==> src/source/rvc_pkg.sv <==
// rvc decoder shared definitions
// widths, register numbers, unit and micro-op encodings, stage records
package rvc_pkg;

    localparam int INSTR_BITS  = 16;
    localparam int PC_BITS     = 32;
    localparam int XLEN        = 32;
    // bit 5 of a register id selects the float file
    localparam int REG_ID_BITS = 6;

    localparam logic [4:0] SP_REG = 5'd2;
    localparam logic [4:0] RA_REG = 5'd1;

    typedef enum logic [1:0] {
        FU_LSU    = 2'd0,
        FU_FPU    = 2'd1,
        FU_INT    = 2'd2,
        FU_BRANCH = 2'd3
    } fu_t;

    // load shares its code with sub, the unit tells them apart
    typedef enum logic [4:0] {
        UOP_ADD      = 5'd0,
        UOP_SUB_LOAD = 5'd1,
        UOP_STORE    = 5'd6,
        UOP_SLL      = 5'd7,
        UOP_SRL      = 5'd8,
        UOP_SRA      = 5'd9,
        UOP_AND      = 5'd10,
        UOP_OR       = 5'd11,
        UOP_XOR      = 5'd12,
        UOP_JUMP_REG = 5'd18,
        UOP_JUMP     = 5'd19,
        UOP_BEQ      = 5'd20,
        UOP_BNE      = 5'd21
    } uop_t;

    // compressed immediate layouts
    typedef enum logic [3:0] {
        IMM_NONE,
        IMM_ADDI4SPN,
        IMM_LSW,
        IMM_CI_S,
        IMM_CI_U,
        IMM_ADDI16SP,
        IMM_LUI,
        IMM_CJ,
        IMM_CB,
        IMM_LWSP,
        IMM_SWSP
    } imm_fmt_t;

    typedef struct packed {
        logic [PC_BITS-1:0]    pc;
        logic [INSTR_BITS-1:0] instr;
    } fetch_t;

    typedef struct packed {
        logic [PC_BITS-1:0]     pc;
        logic [REG_ID_BITS-1:0] source1;
        logic                   source1_pc;
        logic [REG_ID_BITS-1:0] source2;
        logic                   source2_immediate;
        logic [REG_ID_BITS-1:0] destination;
        logic [XLEN-1:0]        immediate;
        fu_t                    functional_unit;
        uop_t                   microoperation;
        logic                   is_branch;
        logic                   is_return;
        logic                   is_valid;
    } decoded_t;

endpackage

==> src/source/rvc_fetch_reg.sv <==
`timescale 1ns/1ns
// rvc fetch register
// one-entry holding stage in front of the decode logic
module rvc_fetch_reg (
    input  logic            clk,
    input  logic            arst_n,
    input  logic            in_valid,
    input  rvc_pkg::fetch_t in_data,
    output logic            in_ready,
    output logic            fetch_valid,
    output rvc_pkg::fetch_t fetch_data,
    input  logic            take
);

    // free slot, or the held item moves on this edge
    assign in_ready = ~fetch_valid | take;

    always_ff @(posedge clk or negedge arst_n) begin
        if (!arst_n) begin
            fetch_valid <= 1'b0;
        end else if (in_ready) begin
            fetch_valid <= in_valid;
        end
    end

    always_ff @(posedge clk) begin
        if (in_valid && in_ready) begin
            fetch_data <= in_data;
        end
    end

endmodule

==> src/source/rvc_op_decode.sv <==
`timescale 1ns/1ns
// rvc operation decode
// maps a compressed instruction to operands, unit, micro-op and immediate layout
module rvc_op_decode (
    input  logic [rvc_pkg::INSTR_BITS-1:0] instr,
    input  logic [rvc_pkg::PC_BITS-1:0]    pc,
    output rvc_pkg::decoded_t              decoded,
    output rvc_pkg::imm_fmt_t              imm_fmt
);
    import rvc_pkg::*;

    logic [1:0] quadrant;
    logic [2:0] funct3;
    logic [4:0] rs1_rd;
    logic [4:0] rs2;
    logic [2:0] rs1c;
    logic [2:0] rs2c;

    // compressed ids cover x8..x15 or f8..f15
    function automatic logic [REG_ID_BITS-1:0] creg(input logic [2:0] idx, input logic fp);
        creg = {fp, 2'b01, idx};
    endfunction

    function automatic logic [REG_ID_BITS-1:0] xreg(input logic [4:0] idx, input logic fp);
        xreg = {fp, idx};
    endfunction

    assign quadrant = instr[1:0];
    assign funct3   = instr[15:13];
    assign rs1_rd   = instr[11:7];
    assign rs2      = instr[6:2];
    assign rs1c     = instr[9:7];
    assign rs2c     = instr[4:2];

    always_comb begin
        decoded                 = '0;
        decoded.pc              = pc;
        decoded.functional_unit = FU_INT;
        decoded.microoperation  = UOP_ADD;
        decoded.is_valid        = 1'b1;
        imm_fmt                 = IMM_NONE;
        case (quadrant)
            2'b00: begin
                decoded.source1 = creg(rs1c, 1'b0);
                case (funct3)
                    3'b000: begin
                        // addi4spn
                        decoded.source1           = xreg(SP_REG, 1'b0);
                        decoded.source2_immediate = 1'b1;
                        decoded.destination       = creg(rs2c, 1'b0);
                        imm_fmt                   = IMM_ADDI4SPN;
                    end
                    3'b010, 3'b011: begin
                        // lw, flw
                        decoded.source2_immediate = 1'b1;
                        decoded.destination       = creg(rs2c, funct3[0]);
                        decoded.functional_unit   = FU_LSU;
                        decoded.microoperation    = UOP_SUB_LOAD;
                        imm_fmt                   = IMM_LSW;
                    end
                    3'b110, 3'b111: begin
                        // sw, fsw
                        decoded.source2         = creg(rs2c, funct3[0]);
                        decoded.functional_unit = FU_LSU;
                        decoded.microoperation  = UOP_STORE;
                        imm_fmt                 = IMM_LSW;
                    end
                    default: decoded.is_valid = 1'b0;
                endcase
            end
            2'b01: begin
                decoded.source2_immediate = 1'b1;
                case (funct3)
                    3'b000: begin
                        decoded.source1     = xreg(rs1_rd, 1'b0);
                        decoded.destination = xreg(rs1_rd, 1'b0);
                        imm_fmt             = IMM_CI_S;
                    end
                    3'b010: begin
                        // li adds to x0
                        decoded.destination = xreg(rs1_rd, 1'b0);
                        imm_fmt             = IMM_CI_S;
                    end
                    3'b011: begin
                        decoded.destination = xreg(rs1_rd, 1'b0);
                        if ({instr[12], instr[6:2]} == 6'd0) begin
                            decoded.is_valid = 1'b0;
                        end else if (rs1_rd == SP_REG) begin
                            decoded.source1 = xreg(SP_REG, 1'b0);
                            imm_fmt         = IMM_ADDI16SP;
                        end else begin
                            imm_fmt = IMM_LUI;
                        end
                    end
                    3'b100: begin
                        decoded.source1     = creg(rs1c, 1'b0);
                        decoded.destination = creg(rs1c, 1'b0);
                        case (instr[11:10])
                            2'b00: begin
                                decoded.microoperation = UOP_SRL;
                                imm_fmt                = IMM_CI_U;
                            end
                            2'b01: begin
                                decoded.microoperation = UOP_SRA;
                                imm_fmt                = IMM_CI_U;
                            end
                            2'b10: begin
                                decoded.microoperation = UOP_AND;
                                imm_fmt                = IMM_CI_S;
                            end
                            default: begin
                                // register-register alu group
                                decoded.source2           = creg(rs2c, 1'b0);
                                decoded.source2_immediate = 1'b0;
                                case (instr[6:5])
                                    2'b00:   decoded.microoperation = UOP_SUB_LOAD;
                                    2'b01:   decoded.microoperation = UOP_XOR;
                                    2'b10:   decoded.microoperation = UOP_OR;
                                    default: decoded.microoperation = UOP_AND;
                                endcase
                            end
                        endcase
                    end
                    3'b001, 3'b101: begin
                        // jal links to ra, j does not
                        decoded.source1_pc      = 1'b1;
                        decoded.destination     = funct3[2] ? '0 : xreg(RA_REG, 1'b0);
                        decoded.functional_unit = FU_BRANCH;
                        decoded.microoperation  = UOP_JUMP;
                        decoded.is_branch       = 1'b1;
                        imm_fmt                 = IMM_CJ;
                    end
                    default: begin
                        // beqz, bnez against x0
                        decoded.source1           = creg(rs1c, 1'b0);
                        decoded.source2_immediate = 1'b0;
                        decoded.functional_unit   = FU_BRANCH;
                        decoded.microoperation    = funct3[0] ? UOP_BNE : UOP_BEQ;
                        decoded.is_branch         = 1'b1;
                        imm_fmt                   = IMM_CB;
                    end
                endcase
            end
            2'b10: begin
                case (funct3)
                    3'b000: begin
                        decoded.source1           = xreg(rs1_rd, 1'b0);
                        decoded.source2_immediate = 1'b1;
                        decoded.destination       = xreg(rs1_rd, 1'b0);
                        decoded.microoperation    = UOP_SLL;
                        imm_fmt                   = IMM_CI_U;
                    end
                    3'b010, 3'b011: begin
                        // lwsp, flwsp
                        decoded.source1           = xreg(SP_REG, 1'b0);
                        decoded.source2_immediate = 1'b1;
                        decoded.destination       = xreg(rs1_rd, funct3[0]);
                        decoded.functional_unit   = FU_LSU;
                        decoded.microoperation    = UOP_SUB_LOAD;
                        imm_fmt                   = IMM_LWSP;
                    end
                    3'b100: begin
                        if (rs2 != 5'd0) begin
                            // mv reads x0 as source1, add reads rd
                            decoded.source1     = instr[12] ? xreg(rs1_rd, 1'b0) : '0;
                            decoded.source2     = xreg(rs2, 1'b0);
                            decoded.destination = xreg(rs1_rd, 1'b0);
                            decoded.is_valid    = ~(instr[12] && rs1_rd == 5'd0);
                        end else if (instr[12] && rs1_rd == 5'd0) begin
                            // ebreak
                            decoded.is_valid = 1'b0;
                        end else begin
                            // jr, jalr
                            decoded.source1         = xreg(rs1_rd, 1'b0);
                            decoded.destination     = instr[12] ? xreg(RA_REG, 1'b0) : '0;
                            decoded.functional_unit = FU_BRANCH;
                            decoded.microoperation  = UOP_JUMP_REG;
                            decoded.is_branch       = 1'b1;
                            decoded.is_return       = ~instr[12] && (rs1_rd == RA_REG);
                        end
                    end
                    3'b110, 3'b111: begin
                        // swsp, fswsp
                        decoded.source1         = xreg(SP_REG, 1'b0);
                        decoded.source2         = xreg(rs2, funct3[0]);
                        decoded.functional_unit = FU_LSU;
                        decoded.microoperation  = UOP_STORE;
                        imm_fmt                 = IMM_SWSP;
                    end
                    default: decoded.is_valid = 1'b0;
                endcase
            end
            default: decoded.is_valid = 1'b0;
        endcase
        // unknown encodings keep only the pc
        if (!decoded.is_valid) begin
            decoded    = '0;
            decoded.pc = pc;
            imm_fmt    = IMM_NONE;
        end
    end

endmodule

==> src/source/rvc_imm_gen.sv <==
`timescale 1ns/1ns
// rvc immediate generator
// rebuilds the 32-bit immediate from the scattered compressed fields
module rvc_imm_gen (
    input  logic [rvc_pkg::INSTR_BITS-1:0] instr,
    input  rvc_pkg::imm_fmt_t              imm_fmt,
    output logic [rvc_pkg::XLEN-1:0]       imm
);
    import rvc_pkg::*;

    logic sign;

    assign sign = instr[12];

    always_comb begin
        case (imm_fmt)
            IMM_ADDI4SPN: begin
                imm = {{(XLEN-10){1'b0}}, instr[10:7], instr[12:11], instr[5], instr[6], 2'b00};
            end
            IMM_LSW: begin
                imm = {{(XLEN-7){1'b0}}, instr[5], instr[12:10], instr[6], 2'b00};
            end
            IMM_CI_S: begin
                imm = {{(XLEN-6){sign}}, sign, instr[6:2]};
            end
            // shift amounts are unsigned
            IMM_CI_U: begin
                imm = {{(XLEN-6){1'b0}}, instr[12], instr[6:2]};
            end
            IMM_ADDI16SP: begin
                imm = {{(XLEN-10){sign}}, sign, instr[4:3], instr[5], instr[2], instr[6], 4'b0000};
            end
            IMM_LUI: begin
                imm = {{(XLEN-18){sign}}, sign, instr[6:2], 12'h000};
            end
            IMM_CJ: begin
                imm = {{(XLEN-12){sign}}, sign, instr[8], instr[10:9], instr[6], instr[7],
                       instr[2], instr[11], instr[5:3], 1'b0};
            end
            IMM_CB: begin
                imm = {{(XLEN-9){sign}}, sign, instr[6:5], instr[2], instr[11:10],
                       instr[4:3], 1'b0};
            end
            IMM_LWSP: begin
                imm = {{(XLEN-8){1'b0}}, instr[3:2], instr[12], instr[6:4], 2'b00};
            end
            IMM_SWSP: begin
                imm = {{(XLEN-8){1'b0}}, instr[8:7], instr[12:9], 2'b00};
            end
            default: begin
                imm = '0;
            end
        endcase
    end

endmodule

==> src/source/rvc_issue_reg.sv <==
`timescale 1ns/1ns
// rvc issue register
// holds one decoded record until the consumer takes it
module rvc_issue_reg (
    input  logic              clk,
    input  logic              arst_n,
    input  logic              dec_valid,
    input  rvc_pkg::decoded_t dec_data,
    output logic              take,
    output logic              out_valid,
    output rvc_pkg::decoded_t out_data,
    input  logic              out_ready
);

    // empty, or the current record leaves this edge
    assign take = ~out_valid | out_ready;

    always_ff @(posedge clk or negedge arst_n) begin
        if (!arst_n) begin
            out_valid <= 1'b0;
        end else if (take) begin
            out_valid <= dec_valid;
        end
    end

    always_ff @(posedge clk) begin
        if (take && dec_valid) begin
            out_data <= dec_data;
        end
    end

endmodule

==> src/source/rvc_decoder_top.sv <==
`timescale 1ns/1ns
// rvc decoder top level
// fetch register, decode and immediate logic, issue register
module rvc_decoder_top (
    input  logic              clk,
    input  logic              arst_n,
    input  logic              in_valid,
    input  rvc_pkg::fetch_t   in_data,
    output logic              in_ready,
    output logic              out_valid,
    output rvc_pkg::decoded_t out_data,
    input  logic              out_ready
);
    import rvc_pkg::*;

    logic            fetch_valid;
    fetch_t          fetch_data;
    logic            take;
    decoded_t        dec_raw;
    decoded_t        dec_full;
    imm_fmt_t        imm_fmt;
    logic [XLEN-1:0] imm;

    rvc_fetch_reg u_fetch (
        .clk         (clk),
        .arst_n      (arst_n),
        .in_valid    (in_valid),
        .in_data     (in_data),
        .in_ready    (in_ready),
        .fetch_valid (fetch_valid),
        .fetch_data  (fetch_data),
        .take        (take)
    );

    rvc_op_decode u_decode (
        .instr   (fetch_data.instr),
        .pc      (fetch_data.pc),
        .decoded (dec_raw),
        .imm_fmt (imm_fmt)
    );

    rvc_imm_gen u_imm (
        .instr   (fetch_data.instr),
        .imm_fmt (imm_fmt),
        .imm     (imm)
    );

    // drop the generated immediate into the record
    always_comb begin
        dec_full           = dec_raw;
        dec_full.immediate = imm;
    end

    rvc_issue_reg u_issue (
        .clk       (clk),
        .arst_n    (arst_n),
        .dec_valid (fetch_valid),
        .dec_data  (dec_full),
        .take      (take),
        .out_valid (out_valid),
        .out_data  (out_data),
        .out_ready (out_ready)
    );

endmodule

==> config.mk <==
export PLATFORM = sky130hd
export DESIGN_NAME = rvc_decoder_top
export DESIGN_NICKNAME = d
export VERILOG_FILES = /design/src/source/rvc_pkg.sv /design/src/source/rvc_fetch_reg.sv /design/src/source/rvc_op_decode.sv /design/src/source/rvc_imm_gen.sv /design/src/source/rvc_issue_reg.sv /design/src/source/rvc_decoder_top.sv
export SDC_FILE = /design/constraint.sdc
export NUM_CORES = 1
export LEC_CHECK = 0
export BUFFER_PORTS_ARGS = -buffer_cell sky130_fd_sc_hd__buf_2
export CORE_MARGIN = 4
export CORE_UTILIZATION = 57
export DETAILED_ROUTE_END_ITERATION = 8
export PLACE_DENSITY = 0.9
export SLEW_MARGIN = 40
export SYNTH_ARGS = -nofsm -noshare
export SYNTH_HDL_FRONTEND = slang
export SYNTH_SLANG_ARGS = --single-unit
==> constraint.sdc <==
create_clock -name clk -period 6.1 [get_ports clk]
set_clock_uncertainty 0.05 [all_clocks]
set_input_delay 1.22 -clock clk [delete_from_list [all_inputs] [get_ports clk]]
set_output_delay 1.22 -clock clk [all_outputs]
set_load 0.005 [all_outputs]
# Yosys cells after proc, flatten, opt, wreduce, memory -nomap -nowiden
# Index checks and enable logic that the tools add are counted.
# Widths: inputs -> output; s select.
# totals
ff_bits	144
latch_bits	0
ram_bits	0
romBits	0
in_bits	52
out_inout_bits	96
n_memories	0
# classes
addsub	0
n_mul	0
div	0
order_cmp	0
eq_ne	25
shift	0
muxes	56
bitwise_logic	9
reduce_logical	25
# op_table
operator	count
$pmux 32 s10	1
$pmux 6 s3	5
$pmux 4 s3	4
$pmux 13 s3	1
$mux 6	6
$pmux 7 s2	2
$pmux 7 s3	1
$mux 5	4
$pmux 5 s4	1
$eq 4x3->1 const B	4
$pmux 4 s4	1
$pmux 5 s3	1
$reduce_or 5->1	3
$mux 1	13
$eq 3x3->1 const B	4
$eq 4x4->1 const B	3
$mux 4	3
$pmux 6 s2	1
$reduce_or 2->1	5
$mux 9	1
$reduce_or 3->1	3
$eq 4x2->1 const B	2
$mux 8	1
$pmux 2 s2	2
21 further kinds	43

# Depth between registers and ports, before layout
# Gate-level depths: netlist of run 1.
# depth
depth_word	9
depth_mapped	10
depth_no_buf	9

# Cells and area by module
# From an unflattened synthesis of run 1, not the netlist that was laid out.
# hier_totals
hier_cells	505
hier_area_um2	6680.2
# by_module_without_submodules
mod	instances	cells_each	area_each_um2
rvc_issue_reg	1	98	2876.5
rvc_op_decode	1	239	1561.5
rvc_fetch_reg	1	52	1495.2
rvc_imm_gen	1	116	747.0

# Worst setup path after synthesis of run 1
# OpenSTA, ideal clock, no wires.
# synth_timing
kind	in2reg
startpoint	input port out_ready
endpoint	register u_issue.out_data[0] (netlist name)
t_arrival_ps	3172
slack_ps	2432
stages	2
n_path_buf	0
path_cell_list	nand2b_1 and2_1
# synth_between
elab_chain_len	2
# synth_lines
element	line	source
start, declared	rvc_decoder_top.sv:12	input logic out_ready
$or 1x1->1	rvc_issue_reg.sv:16	assign take = ~out_valid | out_ready;
$logic_and 1x1->1	rvc_issue_reg.sv:27	if (take && dec_valid) begin
# No other way between the ends.
# A chain may end at the register's enable or synchronous reset.

# Worst setup path in the final report of run 1
# layout_timing
startpoint	register u_fetch.fetch_data[0] (netlist name)
endpoint	register u_issue.out_data[26] (netlist name)
# layout_between
elab_chain_len	5
elab_cells_between_ends	17
cone_classes	eq/ne (12); mux (4); reduce/logical (1)
# layout_lines
element	line	source
$eq 2x2->1 (tied with other cells)	rvc_op_decode.sv:42	case (quadrant)
$pmux 4 s3 / $pmux 1 s3 (equally long branches)	rvc_op_decode.sv:42	
$mux 4 (*)	rvc_op_decode.sv:196	if (!decoded.is_valid) begin
$eq 4x4->1 (tied with other cells)	rvc_imm_gen.sv:16	case (imm_fmt)
$pmux 32 s10 (*)	rvc_imm_gen.sv:16	
named net imm[16]	rvc_decoder_top.sv:22	logic [XLEN-1:0] imm;
# The timed path passes the listed nets; every way through them passes the cells marked *.

==> results of run 1 <==
-- worst max-delay path by stage --
stage | startpoint | to | cells past startpoint
after CTS | u_fetch.fetch_data[0]$_DFFE_PP_ | u_issue.out_data[26]$_DFFE_PP_ | 9
after global routing | u_fetch.fetch_data[0]$_DFFE_PP_ | u_issue.out_data[26]$_DFFE_PP_ | 9
after floorplan | out_ready | u_issue.out_data[0]$_DFFE_PP_ | 2
final | u_fetch.fetch_data[0]$_DFFE_PP_ | u_issue.out_data[26]$_DFFE_PP_ | 9
after detailed placement | u_fetch.fetch_data[0]$_DFFE_PP_ | u_issue.out_data[26]$_DFFE_PP_ | 9
after global placement | u_fetch.fetch_data[15]$_DFFE_PP_ | u_issue.out_data[16]$_DFFE_PP_ | 6
-- per-stage QoR --
| stage | power [W] | hold WS [ps] | cells | instance area (µm²) |
|---|---|---|---|---|
| 5_1_grt | 0.00236 | 373 | 705 | 6940 |
| 6_report | 0.00227 | 367 | 705 | 6940 |
| 2_1_floorplan | 0.00123 | 350 | 432 | 5670 |
| 4_1_cts | 0.00228 | 368 | 705 | 6940 |
| 3_5_place_dp | 0.00133 | 355 | 673 | 6380 |
| 3_3_place_gp | 0.00132 | 350 | 672 | 6350 |
-- state kept, by name, summed over array words and instances, names as in the netlist --
register	count
u_issue.out_data	79
u_fetch.fetch_data	48
u_issue.out_valid	1
u_fetch.fetch_valid	1
-- power by group through the flow --
stage | clock network (W) | logic (W) | registers (W)
3_3_place_gp | 0 | 0.000213 | 0.00111
4_1_cts | 0.000972 | 0.000221 | 0.00109
2_1_floorplan | 0 | 0.000134 | 0.00110
5_1_grt | 0.00102 | 0.000244 | 0.00110
3_5_place_dp | 0 | 0.000219 | 0.00111
6_report | 0.000962 | 0.000222 | 0.00109
-- Yosys cell counts (all sizes together) (2+ instances only) --
master	n
a211oi	7
a21boi	2
a21o	6
a21oi	25
a22oi	5
a31o	2
a31oi	5
and2	8
and3	4
buf	28
clkbuf	13
dfrtp	2
edfxtp	127
ha	4
inv	10
mux2i	2
nand2	27
nand2b	9
nand3	12
nand3b	3
nand4	3
nor2	35
nor2b	3
nor3	15
nor4	3
o2111ai	2
o211ai	12
o21a	2
o21ai	20
o22ai	6
o311ai	2
o31a	2
o31ai	4
or2	2
-- cells by family (layout without fill, tap and decap cells) --
group / after synthesis / count (layout) / synth area share [%]
xor gates and xnor gates: 1 / 1 / 0.154
adders and majority gates: 4 / 4 / 0.882
DFF: 129 / 129 / 68.1
other: 1 / 1 / 0.0661
buffers and inverters: 51 / 191 / 4.81
AOI/OAI and AO/OA: 115 / 115 / 14.0
muxes: 3 / 3 / 0.617
and+or+nand+nor: 128 / 128 / 11.4
-- worst max-delay path: cells and delay by family (launching register included) --
family / cells / cell delay, ps
simple gates: 2 / 520
flops: 1 / 430
compound gates: 4 / 1130
fa+ha+maj: 1 / 600
buf+inv: 2 / 540
-- final cells by class --
type                       count  share of cell area, %
sequential                   129                   55.6
multi-input combinational    252                   22.3
timing repair buffer         149                   11.0
clock buffer                  18                   6.02
tap                          133                   2.40
clock inverter                14                   2.09
inverter                      10                  0.541
-- layer usage --
metal  share of wire (%)  vias to the layer above
li1                    -                     1890
met1                  37                     1905
met2                  48                      299
met3                  12                       39
met4                 2.3                        0
met5                   0                        -
==> summary.txt, run 1 <==
Outcome
  • Status: finished clean

Power
  • Clock power share: 42.3%
  • Flop pwr share: 48.0%
  • Cell internal pwr: around 0.0017 W
  • Worst VDD drop: around 0.22 mV
  • Switch Pwr: 0.000584 W
  • PwrDens: 328 nW/µm²
  • Sw frac: 25.7%
  • Comb pwr share: 9.7%
  • P_leak: 2.72 nW

Synthesis
  • FFs w/ async S/R, synth: 1.55%
  • Cell taking the most area after synthesis: edfxtp_1
  • Post-synth top flop: edfxtp_1
  • Synth Cell Area: 5670 µm²
  • EDFF count, synth: 127
  • Ys Warns: 0
  • Mapped Nets: 488
  • Synth top area share: 67.2%
  • Mean Syn Cell Area: approximately 13 µm²
  • Mapped Cells: 432
  • Register bit count reported by yosys: 129
  • Proportion of synthesized chip area in sequential cells: a little under 70%
  • Yosys cell types: 68
  • Synth top area cells: edfxtp_1, nor2_1, a21oi_1

Clock network
  • Hold_buf cts: 0
  • Post-CTS setup buffer count: 0
  • Num Clock Sinks: 129
  • Post-cts sizing count: 0
  • TritonCTS clock tree: built
  • CTS clk-pin slew, worst paths: around 60 ps
  • H-tree levels: 4
  • Clk buf depth: 2
  • Root Driver: clkbuf_8
  • TritonCTS buffer count: 17
  • Clk_lat worst skew: 520 ps

Timing
  • Setup TNS: 0 ps
  • Worst-Margin Slew: 770 ps
  • Fin crit period: 3410 ps
  • Worst Slack Setup Final: 2690 ps
  • RSZ-0062 raised after global routing: false
  • Peak Freq: 293 MHz
  • Final Max Slew Viols: 0
  • Slew HR: between 40 and 50%
  • Final worst-path cycle share: 55.9%
  • Setup-failing EPs final: 0
  • Final Hold Violating Endpoints: 0

Floorplan
  • Chip Height: around 110 µm
  • Starting Density: 58.3%
  • Die area: 11600 µm²
  • Core ar.: 9730 µm²
  • Num ports: 148
  • Die X: 108 µm
  • # rows: 36

Global routing
  • M2 GR Usage: 38.2%
  • Largest net degree at the start of global routing: 49
  • Gr ovfl total: 0
  • First-pass GRT wire length: 21.4 mm
  • Met3 GRT Util: 8.76%
  • GR peak layer: met2
  • Met1 usage: 31.8%
  • Gr usage total: 24.5%
  • Number of global-route vias before repair: 3897
  • Initial antenna violation count: 0

Finish
  • Fillers: between 600 and 700
  • Nets: between 600 and 700
  • Inserted Diodes: 0
  • Commonest non-fill, non-tap cell in the layout: buf_2
  • Ratio of cells with drive above 1 in the final layout: 34.1%
  • Sequential Area: 3860 µm²
  • Core Util, Final: 71.4%
  • Commonest non-fill, non-tap cells in the layout: buf_2, edfxtp_1, nor2_1
  • Area delta synth->final: 22.4%
  • Area of the multi-input gates: 1550 µm²

Setup path
  • Critical-path cell list: inv_1 -> ha_1 -> and2_1 -> o21ai_0 -> o311a_2 -> inv_1 -> nand2_1 -> a21oi_2 -> a31o_1
  • Worst R2R Start: u_fetch.fetch_data[0]$_DFFE_PP_
  • Max incr delay on CP: 600 ps
  • CP Data Required Time: 6440 ps
  • Reg2Reg Depth: 9
  • CP Class: reg -> reg
  • CP startpoint kind: register
  • Reg-to-reg endpoint: u_issue.out_data[26]$_DFFE_PP_
  • R2R Setup Slk: 2690 ps
  • CP max-delay cell: ha_1
  • Most frequent CP cell: inv_1
  • CP Capture Type: register
  • Crit path DAT: 3750 ps
  • CP Max Fanout: 25

Min path
  • WHS Endpoint: u_issue.out_data[83]$_DFFE_PP_
  • Hold path depth: 0
  • Type of the tightest min-delay check: reg -> reg
  • Hold_sp: u_fetch.fetch_data[37]$_DFFE_PP_

Drt
  • DR pass1 iterations: 5
  • DRT iter0 DRCs: between 500 and 600
  • Remaining DRCs: 0
  • Final ANT Viol Nets: 0
  • Via count: 4133
  • WL final: 13.7 mm
  • WL/cell: 19.4 µm
  • Via density: 5.86

Placement
  • DP HPWL: 9.26 mm
  • Placement Setup Slack: 2820 ps
  • GPL Wtd Cong: around 0.93
  • PortBufs: 146

Job
  • Max Cap Viol: 0
Note: power is estimated with default switching activity, not from simulation.
==> inputs of run 2 (changes only) <==
- ABC_AREA: unset -> 1
- CORE_UTILIZATION: 57 -> 48
- PLACE_DENSITY: 0.9 -> 0.81
- clock period: 6.1 -> 2.9 ns (I/O delays scaled with it)
==> run 2 against run 1 <==
Net effect:
- setup slack worse by 2500 ps
- maximum frequency is 26% higher
- largest cell class unchanged
- sequential share of layout area is 1.4 points lower
- count of clock-buffer cells in the layout stayed put
- clock power is 100% higher
- non-clock buffer count is 11 higher
==> summary.txt, run 2 <==
Outcome
  • Status: finished clean

Global routing
  • Gr usage total: 19.7% (-4.8 points)
  • First-pass GRT wire length: 21.5 mm (+0.68%)
  • Largest net degree at the start of global routing: 80 (+63%)
  • Number of global-route vias before repair: 4181 (+7.3%)
  • Gr ovfl total: 0 (unchanged)
  • Initial antenna violation count: 0 (unchanged)

Synthesis
  • Synth top area cells: edfxtp_1, nand2_1, nand3_1
  • Mapped Cells: 498 (+15%)
  • Cell taking the most area after synthesis: edfxtp_1
  • Synth top area share: 66.4% (-0.78 points)
  • Mean Syn Cell Area: 11.5 µm² (-12%)
  • Proportion of synthesized chip area in sequential cells: 67.3% (-0.79 points)
  • EDFF count, synth: 127 (unchanged)
  • Ys Warns: 0 (unchanged)
  • Post-synth top flop: edfxtp_1
  • FFs w/ async S/R, synth: 1.55% (unchanged)
  • Synth cell count leaders: edfxtp_1, nand2_1, inv_1, nand3_1, nor2_1
  • Register bit count reported by yosys: 129 (unchanged)
  • Yosys cell types: 40 (-41%)
  • Most frequent cell after synthesis: edfxtp_1
  • Mapped Nets: 554 (+14%)
  • Synth Cell Area: 5740 µm² (+1.2%)

Floorplan
  • # rows: 39 (+8.3%)
  • Chip Height: 117 µm (+8.9%)
  • Num ports: 148 (unchanged)
  • Starting Density: 49.6% (-8.7 points)
  • Core ar.: 11600 µm² (+19%)
  • Die area: 13800 µm² (+19%)
  • Die X: 117 µm (+8.9%)

Clock network
  • Root Driver: clkbuf_16
  • CTS clk-pin slew, worst paths: 60 ps (about the same)
  • Num Clock Sinks: 129 (unchanged)
  • Clk buf depth: 2 (unchanged)
  • Post-cts sizing count: 0 (unchanged)
  • H-tree levels: 4 (unchanged)
  • Clk_lat worst skew: 420 ps (-100 ps)
  • TritonCTS buffer count: 17 (unchanged)
  • TritonCTS clock tree: built

Finish
  • Max FFs per register: 79 (unchanged)
  • Inserted Diodes: 0 (unchanged)
  • Fillers: 947 (+38%)
  • Area delta synth->final: 24.1%
  • Top reg by flops: u_issue.out_data
  • Non-Filler Instances: 801 (+14%)
  • Biggest regs: u_issue.out_data x79, u_fetch.fetch_data x48
  • Commonest non-fill, non-tap cell in the layout: buf_2
  • Post-route cell area: 7120 µm² (+2.6%)
  • Commonest non-fill, non-tap cells in the layout: buf_2, edfxtp_1, nand2_1
  • Nets: 702 (+14%)
  • Ratio of cells with drive above 1 in the final layout: 33.7% (-0.35 points)

Placement
  • Cell Area, Placed: 6570 µm² (+3.0%)
  • PortBufs: 146 (unchanged)
  • Placed cells: 769 (+14%)
  • GPL Wtd Cong: 0.926 (+0.11%)
  • DP HPWL: 9.78 mm (+5.6%)

Setup path
  • CP startpoint kind: register
  • CP Data Required Time: 3110 ps (-3330 ps)
  • Crit path DAT: 2930 ps (-820 ps)
  • CP Max Fanout: 9 (-64%)
  • CP Capture Type: register
  • CP Class: reg -> reg
  • R2R Setup Slk: 180 ps (-2500 ps)

Drt
  • WL/cell: 16.8 µm (-14%)
  • Final ANT Viol Nets: 0 (unchanged)
  • Remaining DRCs: 0 (unchanged)
  • Via count: 4244 (+2.7%)
  • Via density: 5.30 (-9.6%)
  • DR pass1 iterations: 5 (unchanged)
  • WL final: 13.4 mm (-2.0%)
  • DRT iter0 DRCs: 222 (-57%)

Timing
  • Final Max Slew Viols: 0 (unchanged)
  • Slew HR: 49.4% (+0.70 points)
  • Setup TNS: 0 ps (unchanged)
  • Peak Freq: 368 MHz (+26%)
  • RSZ-0062 raised after global routing: false
  • Final worst-path cycle share: 93.7% (+38 points)
  • Setup-failing EPs final: 0 (unchanged)
  • Worst-Margin Slew: 740 ps (-29.6 ps)
  • Final Hold Violating Endpoints: 0 (unchanged)
  • Fin crit period: 2720 ps (-695 ps)

Power
  • P_leak: 3.12 nW (+14%)
  • PwrDens: 687 nW/µm² (+110%)
  • Worst VDD drop: 0.473 mV (+110%)

Job
  • Max Cap Viol: 0 (unchanged)

Min path
  • Type of the tightest min-delay check: in -> reg
[run 2: cell types whose count changed after synthesis, sizes merged, moves of 6 or more]
cell	before	now
clkbuf	13	5
nor2	35	52
inv	10	53
nand2b	9	0
nand3	12	49
a21o	6	0
and2	8	0
nor3	15	8
o211ai	12	1
nand2	27	104
[run 2: repair_timing]
item                      in CTS  in global routing
hold buffers                   1                  0
setup buffers                  0                  0
hold endpoints to repair       2                  0
[run 2: cell type report]
class	instances	area, µm²	area share [%]
Multi-Input combinational cell	283	1470	20.6
Clock inverter	13	114	1.60
Tap cell	143	179	2.51
Sequential cell	129	3860	54.2
Inverter	55	208	2.92
Timing Repair Buffer	160	863	12.1
Clock buffer	18	429	6.02
[run 2: final timing paths]
kind                                             startpoint  cells after the start                          endpoint
max                        u_fetch.fetch_data[14]$_DFFE_PP_                     10    u_issue.out_data[12]$_DFFE_PP_
min                                             in_data[41]                      1  u_fetch.fetch_data[41]$_DFFE_PP_
max reg2reg                u_fetch.fetch_data[14]$_DFFE_PP_                     10    u_issue.out_data[12]$_DFFE_PP_
min reg2reg                u_fetch.fetch_data[36]$_DFFE_PP_                      0    u_issue.out_data[82]$_DFFE_PP_
max in group asynchronous                            arst_n                      2   u_fetch.fetch_valid$_DFFE_PN0N_
min in group asynchronous                            arst_n                      2     u_issue.out_valid$_DFFE_PN0P_
[run 2: where the power goes]
part	internal (W)	total [W]	switching, W
registers	0.00227	0.00234	0.0000714
clock network	0.00117	0.00196	0.000787
logic	0.000215	0.000591	0.000376
[run 2: cell families (layout without fill, tap and decap cells)]
kind of cell	Yosys count	count (layout)	share of synthesized area, %
and+or+nand+nor	225	225	19.2
other	1	1	0.0653
DFF	129	129	67.3
buffers and inverters	86	246	7.32
AOI/OAI and AO/OA	53	53	5.27
adders and majority gates	4	4	0.872
[run 2: worst max-delay path, stage by stage, from the launching register on]
cell	delay [ps]
edfxtp_1	620
nand2_1	290
o21ai_0	320
nand2_1	180
nor2_2	320
inv_1	100
nor2_1	370
nand2_1	100
nand2_1	70
nor2_1	60
nand3_1	90
[run 2: through the flow]
stage	power [W]	hold WS (ps)	worst slack, ps	util, %
3_5_place_dp	0.00298	317	320	56.8
4_1_cts	0.00493	272	289	61.6
2_1_floorplan	0.00272	234	432	-
5_1_grt	0.00511	270	133	61.6
6_report	0.00489	283	183	61.6
3_3_place_gp	0.00296	315	201	56.8
[run 2: per-layer routing]
layer / global-route usage [%] / vias to the layer above / wire length (µm)
li1: - / 2005 / -
met1: 24.3 / 1941 / 5400
met2: 30.2 / 262 / 5930
met3: 9.53 / 36 / 1780
met4: 7.70 / 0 / 310
met5: 0 / - / 0
